**config.mk**
```make
export PLATFORM = sky130hd
export DESIGN_NAME = sd_data_in_path
export DESIGN_NICKNAME = d
export VERILOG_FILES = /design/src/logic/sd_dat_pkg.sv /design/src/logic/block_word_writer.sv /design/src/logic/word_fifo.sv /design/src/logic/nibble_readout.sv /design/src/logic/sd_data_in_path.sv
export SDC_FILE = /design/constraint.sdc
export NUM_CORES = 1
export LEC_CHECK = 0
export ABC_CLOCK_PERIOD_IN_PS = 7300
export BUFFER_PORTS_ARGS = -buffer_cell sky130_fd_sc_hd__buf_2
export CELL_PAD_IN_SITES_DETAIL_PLACEMENT = 1
export CELL_PAD_IN_SITES_GLOBAL_PLACEMENT = 2
export CORE_UTILIZATION = 40
export CTS_CLUSTER_SIZE = 12
export DETAILED_ROUTE_END_ITERATION = 8
export PLACE_DENSITY_LB_ADDON = 0.1
export SLEW_MARGIN = 20
export SYNTH_ARGS = -nofsm -noshare
export SYNTH_HDL_FRONTEND = slang
export SYNTH_SLANG_ARGS = --single-unit
export TNS_END_PERCENT = 20
```
**constraint.sdc**
```tcl
create_clock -name sd_datInWrite_clk -period 7.3 [get_ports sd_datInWrite_clk]
set_input_delay 0 -clock sd_datInWrite_clk [delete_from_list [all_inputs] [get_ports sd_datInWrite_clk]]
set_output_delay 0 -clock sd_datInWrite_clk [all_outputs]
set_load 0.05 [all_outputs]
```
**src/logic/sd_dat_pkg.sv**
```systemverilog
`default_nettype none

package sd_dat_pkg;

    // ========================================================================
    // Data path widths
    // ========================================================================
    localparam int WORD_W           = 16;   // One SD data-in word
    localparam int NIBBLE_W         = 4;    // Quad-lane readout group
    localparam int NIBBLES_PER_WORD = WORD_W / NIBBLE_W;

    // ========================================================================
    // SD block geometry and CMD6 status layout
    // ========================================================================
    // 512-bit block carried as 16-bit words
    localparam int BLOCK_WORDS      = 512 / WORD_W;

    // Access-mode field of the CMD6 switch status
    localparam int ACCESS_MODE_WORD = 8;    // Zero-based word within the block
    localparam int ACCESS_MODE_LSB  = 8;
    localparam int ACCESS_MODE_W    = 4;

    // ========================================================================
    // Types
    // ========================================================================
    typedef logic [WORD_W-1:0]        data_word_t;
    typedef logic [NIBBLE_W-1:0]      nibble_t;
    typedef logic [ACCESS_MODE_W-1:0] access_mode_t;

    // Nibble readout FSM
    typedef enum logic [0:0] {
        RD_IDLE,    // Waiting for a word and rd_en
        RD_SHIFT    // Streaming nibbles of the loaded word
    } readout_state_t;

endpackage

`default_nettype wire

```
**src/logic/block_word_writer.sv**
```systemverilog
`timescale 1ns/1ps
`default_nettype none

module block_word_writer (
    input  logic                     sd_datInWrite_clk,
    input  logic                     sd_datInWrite_rst_,
    input  logic                     dat_trigger,
    input  sd_dat_pkg::data_word_t   dat_data,
    output logic                     dat_ready,
    input  logic                     fifo_full,
    output logic                     fifo_push,
    output sd_dat_pkg::data_word_t   fifo_push_data,
    output sd_dat_pkg::access_mode_t cmd6_access_mode
);
    import sd_dat_pkg::*;

    localparam int IDX_W = $clog2(BLOCK_WORDS);

    logic [IDX_W-1:0] word_idx;     // Position of the next word within its block
    logic             word_accept;
    logic             block_last;
    logic             mode_word;

    // ========================================================================
    // Handshake toward the data source
    // ========================================================================
    assign dat_ready   = !fifo_full;
    // A trigger against a full FIFO is dropped
    assign word_accept = dat_trigger && !fifo_full;

    // Words go into the FIFO untouched
    assign fifo_push      = word_accept;
    assign fifo_push_data = dat_data;

    assign block_last = (word_idx == IDX_W'(BLOCK_WORDS - 1));
    assign mode_word  = (word_idx == IDX_W'(ACCESS_MODE_WORD));

    // ========================================================================
    // Block word counter
    // ========================================================================
    always_ff @(posedge sd_datInWrite_clk or negedge sd_datInWrite_rst_) begin
        if (!sd_datInWrite_rst_) begin
            word_idx <= '0;                 // Start of a block
        end else if (word_accept) begin
            if (block_last) begin
                word_idx <= '0;
            end else begin
                word_idx <= word_idx + 1'b1;
            end
        end
    end

    // ========================================================================
    // CMD6 access-mode capture
    // ========================================================================
    // Switch status arrives as a 512-bit block; only one field is kept,
    // refreshed by every block that passes through
    always_ff @(posedge sd_datInWrite_clk or negedge sd_datInWrite_rst_) begin
        if (!sd_datInWrite_rst_) begin
            cmd6_access_mode <= '0;
        end else if (word_accept && mode_word) begin
            cmd6_access_mode <= dat_data[ACCESS_MODE_LSB +: ACCESS_MODE_W];
        end
    end

endmodule

`default_nettype wire

```
**src/logic/word_fifo.sv**
```systemverilog
`timescale 1ns/1ps
`default_nettype none

module word_fifo #(
    parameter int FIFO_DEPTH = 64       // Power of two, at least 4
) (
    input  logic                   sd_datInWrite_clk,
    input  logic                   sd_datInWrite_rst_,
    input  logic                   fifo_push,
    input  sd_dat_pkg::data_word_t fifo_push_data,
    input  logic                   fifo_pop,
    output sd_dat_pkg::data_word_t fifo_head,
    output logic                   fifo_full,
    output logic                   fifo_empty
);
    import sd_dat_pkg::*;

    localparam int AW = $clog2(FIFO_DEPTH);

    // ========================================================================
    // Storage and pointers
    // ========================================================================
    data_word_t  mem [FIFO_DEPTH];

    // Extra top bit tells a full FIFO from an empty one
    logic [AW:0] wr_ptr;
    logic [AW:0] rd_ptr;

    logic        do_push;
    logic        do_pop;
    logic        ptr_wrapped;       // Pointers on different laps
    logic        addr_match;

    assign ptr_wrapped = (wr_ptr[AW] != rd_ptr[AW]);
    assign addr_match  = (wr_ptr[AW-1:0] == rd_ptr[AW-1:0]);

    assign fifo_empty = !ptr_wrapped && addr_match;
    assign fifo_full  = ptr_wrapped && addr_match;

    // Requests against a full or empty FIFO are ignored
    assign do_push = fifo_push && !fifo_full;
    assign do_pop  = fifo_pop && !fifo_empty;

    // Oldest word sits on the output with no read latency
    assign fifo_head = mem[rd_ptr[AW-1:0]];

    // ========================================================================
    // Write side
    // ========================================================================
    always_ff @(posedge sd_datInWrite_clk) begin
        if (do_push) begin
            mem[wr_ptr[AW-1:0]] <= fifo_push_data;
        end
    end

    always_ff @(posedge sd_datInWrite_clk or negedge sd_datInWrite_rst_) begin
        if (!sd_datInWrite_rst_) begin
            wr_ptr <= '0;
        end else if (do_push) begin
            wr_ptr <= wr_ptr + 1'b1;
        end
    end

    // ========================================================================
    // Read side
    // ========================================================================
    // Head advances on the same edge that takes the pop;
    // a push in that cycle lands independently
    always_ff @(posedge sd_datInWrite_clk or negedge sd_datInWrite_rst_) begin
        if (!sd_datInWrite_rst_) begin
            rd_ptr <= '0;
        end else if (do_pop) begin
            rd_ptr <= rd_ptr + 1'b1;
        end
    end

endmodule

`default_nettype wire

```
**src/logic/nibble_readout.sv**
```systemverilog
`timescale 1ns/1ps
`default_nettype none

module nibble_readout (
    input  logic                   sd_datInWrite_clk,
    input  logic                   sd_datInWrite_rst_,
    input  logic                   rd_en,
    input  logic                   fifo_empty,
    input  sd_dat_pkg::data_word_t fifo_head,
    output logic                   fifo_pop,
    output logic                   nibble_valid,
    output sd_dat_pkg::nibble_t    nibble_data
);
    import sd_dat_pkg::*;

    localparam int CNT_W = $clog2(NIBBLES_PER_WORD);

    readout_state_t   state_q;
    readout_state_t   state_d;
    data_word_t       shift_q;      // Word being streamed, MSB nibble on top
    logic [CNT_W-1:0] nib_cnt;      // Nibbles already presented from shift_q
    logic             shift_en;
    logic             last_nibble;
    logic             load_word;

    // ========================================================================
    // Control
    // ========================================================================
    // rd_en low freezes everything
    assign shift_en    = (state_q == RD_SHIFT) && rd_en;
    assign last_nibble = (nib_cnt == CNT_W'(NIBBLES_PER_WORD - 1));

    // Fetch from idle, or chain the next word on the last nibble
    assign load_word = rd_en && !fifo_empty
                       && ((state_q == RD_IDLE) || (shift_en && last_nibble));

    assign fifo_pop = load_word;    // FIFO drops its head on the same edge

    always_comb begin
        state_d = state_q;
        case (state_q)
            RD_IDLE: begin
                if (load_word) begin
                    state_d = RD_SHIFT;
                end
            end
            RD_SHIFT: begin
                // Word done and nothing queued behind it
                if (shift_en && last_nibble && !load_word) begin
                    state_d = RD_IDLE;
                end
            end
            default: state_d = RD_IDLE;
        endcase
    end

    always_ff @(posedge sd_datInWrite_clk or negedge sd_datInWrite_rst_) begin
        if (!sd_datInWrite_rst_) begin
            state_q      <= RD_IDLE;
            nib_cnt      <= '0;
            nibble_valid <= 1'b0;
        end else begin
            state_q      <= state_d;
            nibble_valid <= shift_en;   // One nibble per enabled shift cycle
            if (load_word) begin
                nib_cnt <= '0;
            end else if (shift_en) begin
                nib_cnt <= nib_cnt + 1'b1;
            end
        end
    end

    // ========================================================================
    // Shift register and nibble output
    // ========================================================================
    always_ff @(posedge sd_datInWrite_clk) begin
        if (load_word) begin
            shift_q <= fifo_head;
        end else if (shift_en) begin
            shift_q <= shift_q << NIBBLE_W;
        end

        // On a chained load this still takes the last nibble of the old word
        if (shift_en) begin
            nibble_data <= shift_q[WORD_W-1 -: NIBBLE_W];
        end
    end

endmodule

`default_nettype wire

```
**src/logic/sd_data_in_path.sv**
```systemverilog
`timescale 1ns/1ps
`default_nettype none

module sd_data_in_path #(
    parameter int FIFO_DEPTH = 64
) (
    input  logic                     sd_datInWrite_clk,
    input  logic                     sd_datInWrite_rst_,
    input  logic                     dat_trigger,
    input  sd_dat_pkg::data_word_t   dat_data,
    output logic                     dat_ready,
    input  logic                     rd_en,
    output logic                     nibble_valid,
    output sd_dat_pkg::nibble_t      nibble_data,
    output sd_dat_pkg::access_mode_t cmd6_access_mode
);
    import sd_dat_pkg::*;

    // Writer to FIFO
    logic       fifo_push;
    data_word_t fifo_push_data;
    logic       fifo_full;

    // FIFO to readout
    logic       fifo_empty;
    data_word_t fifo_head;
    logic       fifo_pop;

    // ========================================================================
    // Data-in write port
    // ========================================================================
    block_word_writer u_block_word_writer (
        .sd_datInWrite_clk  (sd_datInWrite_clk),
        .sd_datInWrite_rst_ (sd_datInWrite_rst_),
        .dat_trigger        (dat_trigger),
        .dat_data           (dat_data),
        .dat_ready          (dat_ready),
        .fifo_full          (fifo_full),
        .fifo_push          (fifo_push),
        .fifo_push_data     (fifo_push_data),
        .cmd6_access_mode   (cmd6_access_mode)
    );

    word_fifo #(
        .FIFO_DEPTH (FIFO_DEPTH)
    ) u_word_fifo (
        .sd_datInWrite_clk  (sd_datInWrite_clk),
        .sd_datInWrite_rst_ (sd_datInWrite_rst_),
        .fifo_push          (fifo_push),
        .fifo_push_data     (fifo_push_data),
        .fifo_pop           (fifo_pop),
        .fifo_head          (fifo_head),
        .fifo_full          (fifo_full),
        .fifo_empty         (fifo_empty)
    );

    // ========================================================================
    // Quad-lane readout
    // ========================================================================
    nibble_readout u_nibble_readout (
        .sd_datInWrite_clk  (sd_datInWrite_clk),
        .sd_datInWrite_rst_ (sd_datInWrite_rst_),
        .rd_en              (rd_en),
        .fifo_empty         (fifo_empty),
        .fifo_head          (fifo_head),
        .fifo_pop           (fifo_pop),
        .nibble_valid       (nibble_valid),
        .nibble_data        (nibble_data)
    );

endmodule

`default_nettype wire

```
==> summary.md <==
| Metric | Value |
|---|---|
| Failing checks | hold timing |
| Worst hold slack across all endpoints | -0.02010 ns |
| Final worst-path cycle share | 0.6354 |
| Total number of H-tree levels | 3 |
| Number of inserted diodes | 0 |
| Startpoint class of the critical path | flop |
| Clock input transition at the sequential cells of the worst setup and hold paths | 0.06 ns |
| Capturing element type of the critical path | flop |
| Post-Route Setup TNS | 0 ns |
| Placed standard-cell area | 0.04369 mm2 |
| Sequential area share after synthesis | 0.7675 |
| Die Span X | 325.0 um |
| Detailed placer's ending HPWL | 66.82 mm |
| Routed wirelength normalized by instance count | 31.54 um |
| Number of max-cap violations | 0 |
| Weighted congestion at the end of routability-driven global placement | a little under 0.8 |
| Leakage power figure | 0.01497 uW |
| Class of the tightest hold or removal check | input port to flop |
| Area of the die | between 0.1 and 0.15 mm2 |
| Number of buffers created by CTS | 114 |
| Internal Power | 11,720 uW |
| Highest fanout seen on the critical path | 53 |
| Average cell area after synthesis | 20.30 um2 |
| Cell types occupying the most area after synthesis | sky130_fd_sc_hd__edfxtp_1 (75%), sky130_fd_sc_hd__mux4_2 (9.0%), sky130_fd_sc_hd__mux2i_1 (4.8%) |
| Register-to-register setup slack | approximately 2.7 ns |
| Remaining max-slew budget at the tightest pin | 0.2452 |
| Gate count after technology mapping | between 2,000 and 2,500 |
| Unique masters post-synth | 60 |
| Post-detailed-routing wire length | between 100 and 150 mm |
| Net count, final | 2,206 |
| Number of hold-repair buffers added at the cts stage | 7 |
| DRT antenna net count | 0 |
| Power density normalized to cell area | 358.8 mW/mm2 |
| CP max stage cell | sky130_fd_sc_hd__a211oi_1 |
| Combinational group share of total power | 0.248 |
| Final standard cell area without fillers | 0.04720 mm2 |
| GRT overflow | 0 |
| Total via count in the routed design | 20,646 |
| Root buf cell | sky130_fd_sc_hd__clkbuf_16 |
| Count of port buffers added during placement | 29 |
| Buffer levels on the longest clock path | 3 |
| Ordered list of cells on the worst path | buf_4, nand3_1, o22ai_1, a2111oi_2, a211oi_1, o22a_1 |
| Quantity of gates resized following cts | 0 |
| Number of cells in the finished layout apart from fillers | 3,651 |
| Upper clock frequency limit | about 220 MHz |
| GRT Total Usage | 0.2185 |
| Post-synthesis instance area | about 0.042 mm2 |
| Sw Ratio | 0.3082 |
| Primary FF master, synth | sky130_fd_sc_hd__edfxtp_1 |
| Count leader, synth | sky130_fd_sc_hd__edfxtp_1 |
| Tmin final | 4.639 ns |
| Proportion of netlist area held by the largest area contributor | 0.7513 |
| Final-report setup violation count | 0 |
| Synthesis warning total | 0 |
| Maximum VDD drop | 247.8 uV |
| Clk_skew | about 0.022 ns |
| Relative contribution of sequential cells to total power | 0.435 |
| Die outline height | 325.0 um |
| Number of detailed-routing iterations run before antenna repair | 5 |
| Number of cell rows | roughly 120 |
| Initial core utilization | 0.4032 |
| Arrival time at the worst endpoint | 5.19 ns |
| Wire length of the first global-routing pass | 163.8 mm |
| Run status | finished with violations |
| Async set-or-reset flop fraction in the synthesized netlist | 0.02521 |
| Boundary pin count | 30 |
| Cell type contributing the most total cell area after synthesis | sky130_fd_sc_hd__edfxtp_1 |
| Initial antenna violation count | 3 |
| Clock sink count | 1,071 |
| Unrepaired setup endpoints after global routing | false |
| Buffers inserted during post-CTS setup optimization | 0 |
| DRC | 0 |
| P_sw | 5221 uW |
| Share of layout cells above drive strength 1 | 0.2166 |
| Delay of the slowest cell on the worst path | 0.93 ns |
| Source-to-sink clock delay at the later pin of the worst-skew pair | 0.70 ns |
| Largest net degree at the start of global routing | 86 |
| Clock Power Share | 0.317 |
| Leading post-synthesis cells by instance count | sky130_fd_sc_hd__edfxtp_1 (1,044), sky130_fd_sc_hd__mux2i_1 (200), sky130_fd_sc_hd__mux4_2 (167), sky130_fd_sc_hd__a22oi_1 (87), sky130_fd_sc_hd__nor2_1 (84) |
| Final number of hold-violating endpoints | 15 |
| CP required | 7.85 ns |
| Instance count after placement with tap cells included | 3,437 |
| Core Area | 0.1035 mm2 |
| PnR Total Power | between 15,000 and 20,000 uW |
| Final Max Tran Viols | 0 |
| Worst Tran Pin Value | 1.131 ns |
| Syn_nets | 2,081 |
| Via count normalized by instance count | between 5 and 6 |
| Vias in the first global route | 21,481 |
| TritonCTS clock tree | yes |
| Number of flops mapped to enable cells by yosys | roughly 1,000 |
| Critical path start-end classification | flop to flop |
| Flip-flop and latch count after synthesis | 1,071 |
| Detailed Route Iter0 Violations | roughly 1,900 |
| Signed area change from the synthesized netlist to the final layout | 13.12% |
-- logic make-up after synthesis --
group           share of synthesized area
flops                              0.7675
mux                                0.1424
simple gates                      0.02714
compound gates                    0.03865
buf+inv                           0.01865
xor+xnor                         0.003779
fa+ha+maj                        0.001799
-- final cells by class --
class	count	area (um2)
clock buffer	140	2972
clock inverter	67	444.2
fill	9476	56300
inverter	7	26.28
multi-input combinational	860	9062
sequential	1071	32040
tap	1380	1727
timing repair buffer	126	929.6
-- worst paths after layout --
path	from	to	cells past startpoint
max	u_word_fifo.rd_ptr[2]$_DFFE_PN0P_	u_nibble_readout.shift_q[5]$_DFFE_PP_	6
min	dat_data[1]	u_word_fifo.mem[33][1]$_DFFE_PP_	2
max reg2reg	u_word_fifo.rd_ptr[2]$_DFFE_PN0P_	u_nibble_readout.shift_q[5]$_DFFE_PP_	6
min reg2reg	u_nibble_readout.shift_q[14]$_DFFE_PP_	u_nibble_readout.nibble_data[2]$_DFFE_PP_	0
max in group asynchronous	sd_datInWrite_rst_	u_word_fifo.rd_ptr[3]$_DFFE_PN0P_	4
min in group asynchronous	sd_datInWrite_rst_	u_word_fifo.rd_ptr[2]$_DFFE_PN0P_	4
-- power groups by stage --
stage	Sequential (uW)	Clock, uW	Combinational, uW
CTS	7380	5490	4270
global placement	7490	0	4220
global route	7410	5690	4480
finish	7370	5370	4200
detailed placement	7510	0	4250
floorplan	7290	0	3030
-- registers in the layout, summed over array words and instances, names as in the netlist --
name                                  flops
u_word_fifo.mem                        1024
u_word_fifo.rd_ptr                        7
u_nibble_readout.nibble_data              4
u_block_word_writer.word_idx              5
u_nibble_readout.nibble_valid             1
u_word_fifo.wr_ptr                        7
u_nibble_readout.state_q                  1
u_block_word_writer.cmd6_access_mode      4
u_nibble_readout.shift_q                 16
u_nibble_readout.nib_cnt                  2
-- worst max-delay path, delay by kind of cell, from the launching register on --
family                 cells  cell delay, ns
AOI/OAI and AO/OA          4            1.94
DFF                        1            0.90
buffers and inverters      1            0.77
and+or+nand+nor            1            0.84
-- metrics by stage --
step,worst slack [ns],util
after CTS,2.487,0.4559
after global placement,2.509,0.4215
final,2.661,0.4561
after global routing,2.538,0.4561
after floorplan,4.625,-
after detailed placement,2.527,0.4221
-- routing by layer --
| metal | vias up | track usage | share of wire |
|---|---|---|---|
| met5 | - | 0 | 0.000069 |
| met1 | 11216 | 0.3143 | 0.46 |
| met2 | 541 | 0.3434 | 0.47 |
| met3 | 137 | 0.03860 | 0.052 |
| li1 | 8750 | - | - |
| met4 | 2 | 0.05958 | 0.022 |
-- placed cells by master (no fill, tap or decap), types with 11 or more instances in the layout --
cell type,count
sky130_fd_sc_hd__a211oi_1,22
sky130_fd_sc_hd__a21oi_1,27
sky130_fd_sc_hd__a22oi_1,87
sky130_fd_sc_hd__buf_2,29
sky130_fd_sc_hd__buf_4,87
sky130_fd_sc_hd__clkbuf_1,25
sky130_fd_sc_hd__clkbuf_16,115
sky130_fd_sc_hd__clkinv_1,32
sky130_fd_sc_hd__clkinv_2,21
sky130_fd_sc_hd__dfrtp_1,22
sky130_fd_sc_hd__edfxtp_1,1044
sky130_fd_sc_hd__mux2_2,12
sky130_fd_sc_hd__mux2i_1,200
sky130_fd_sc_hd__mux4_2,167
sky130_fd_sc_hd__nand2_1,35
sky130_fd_sc_hd__nand3_1,45
sky130_fd_sc_hd__nand3b_1,12
sky130_fd_sc_hd__nand4_1,11
sky130_fd_sc_hd__nor2_1,61
sky130_fd_sc_hd__nor2_2,12
sky130_fd_sc_hd__nor2_4,12
sky130_fd_sc_hd__o21ai_0,12
sky130_fd_sc_hd__o221ai_1,13
sky130_fd_sc_hd__o22ai_1,14
Power figures use the tool's default switching activity.
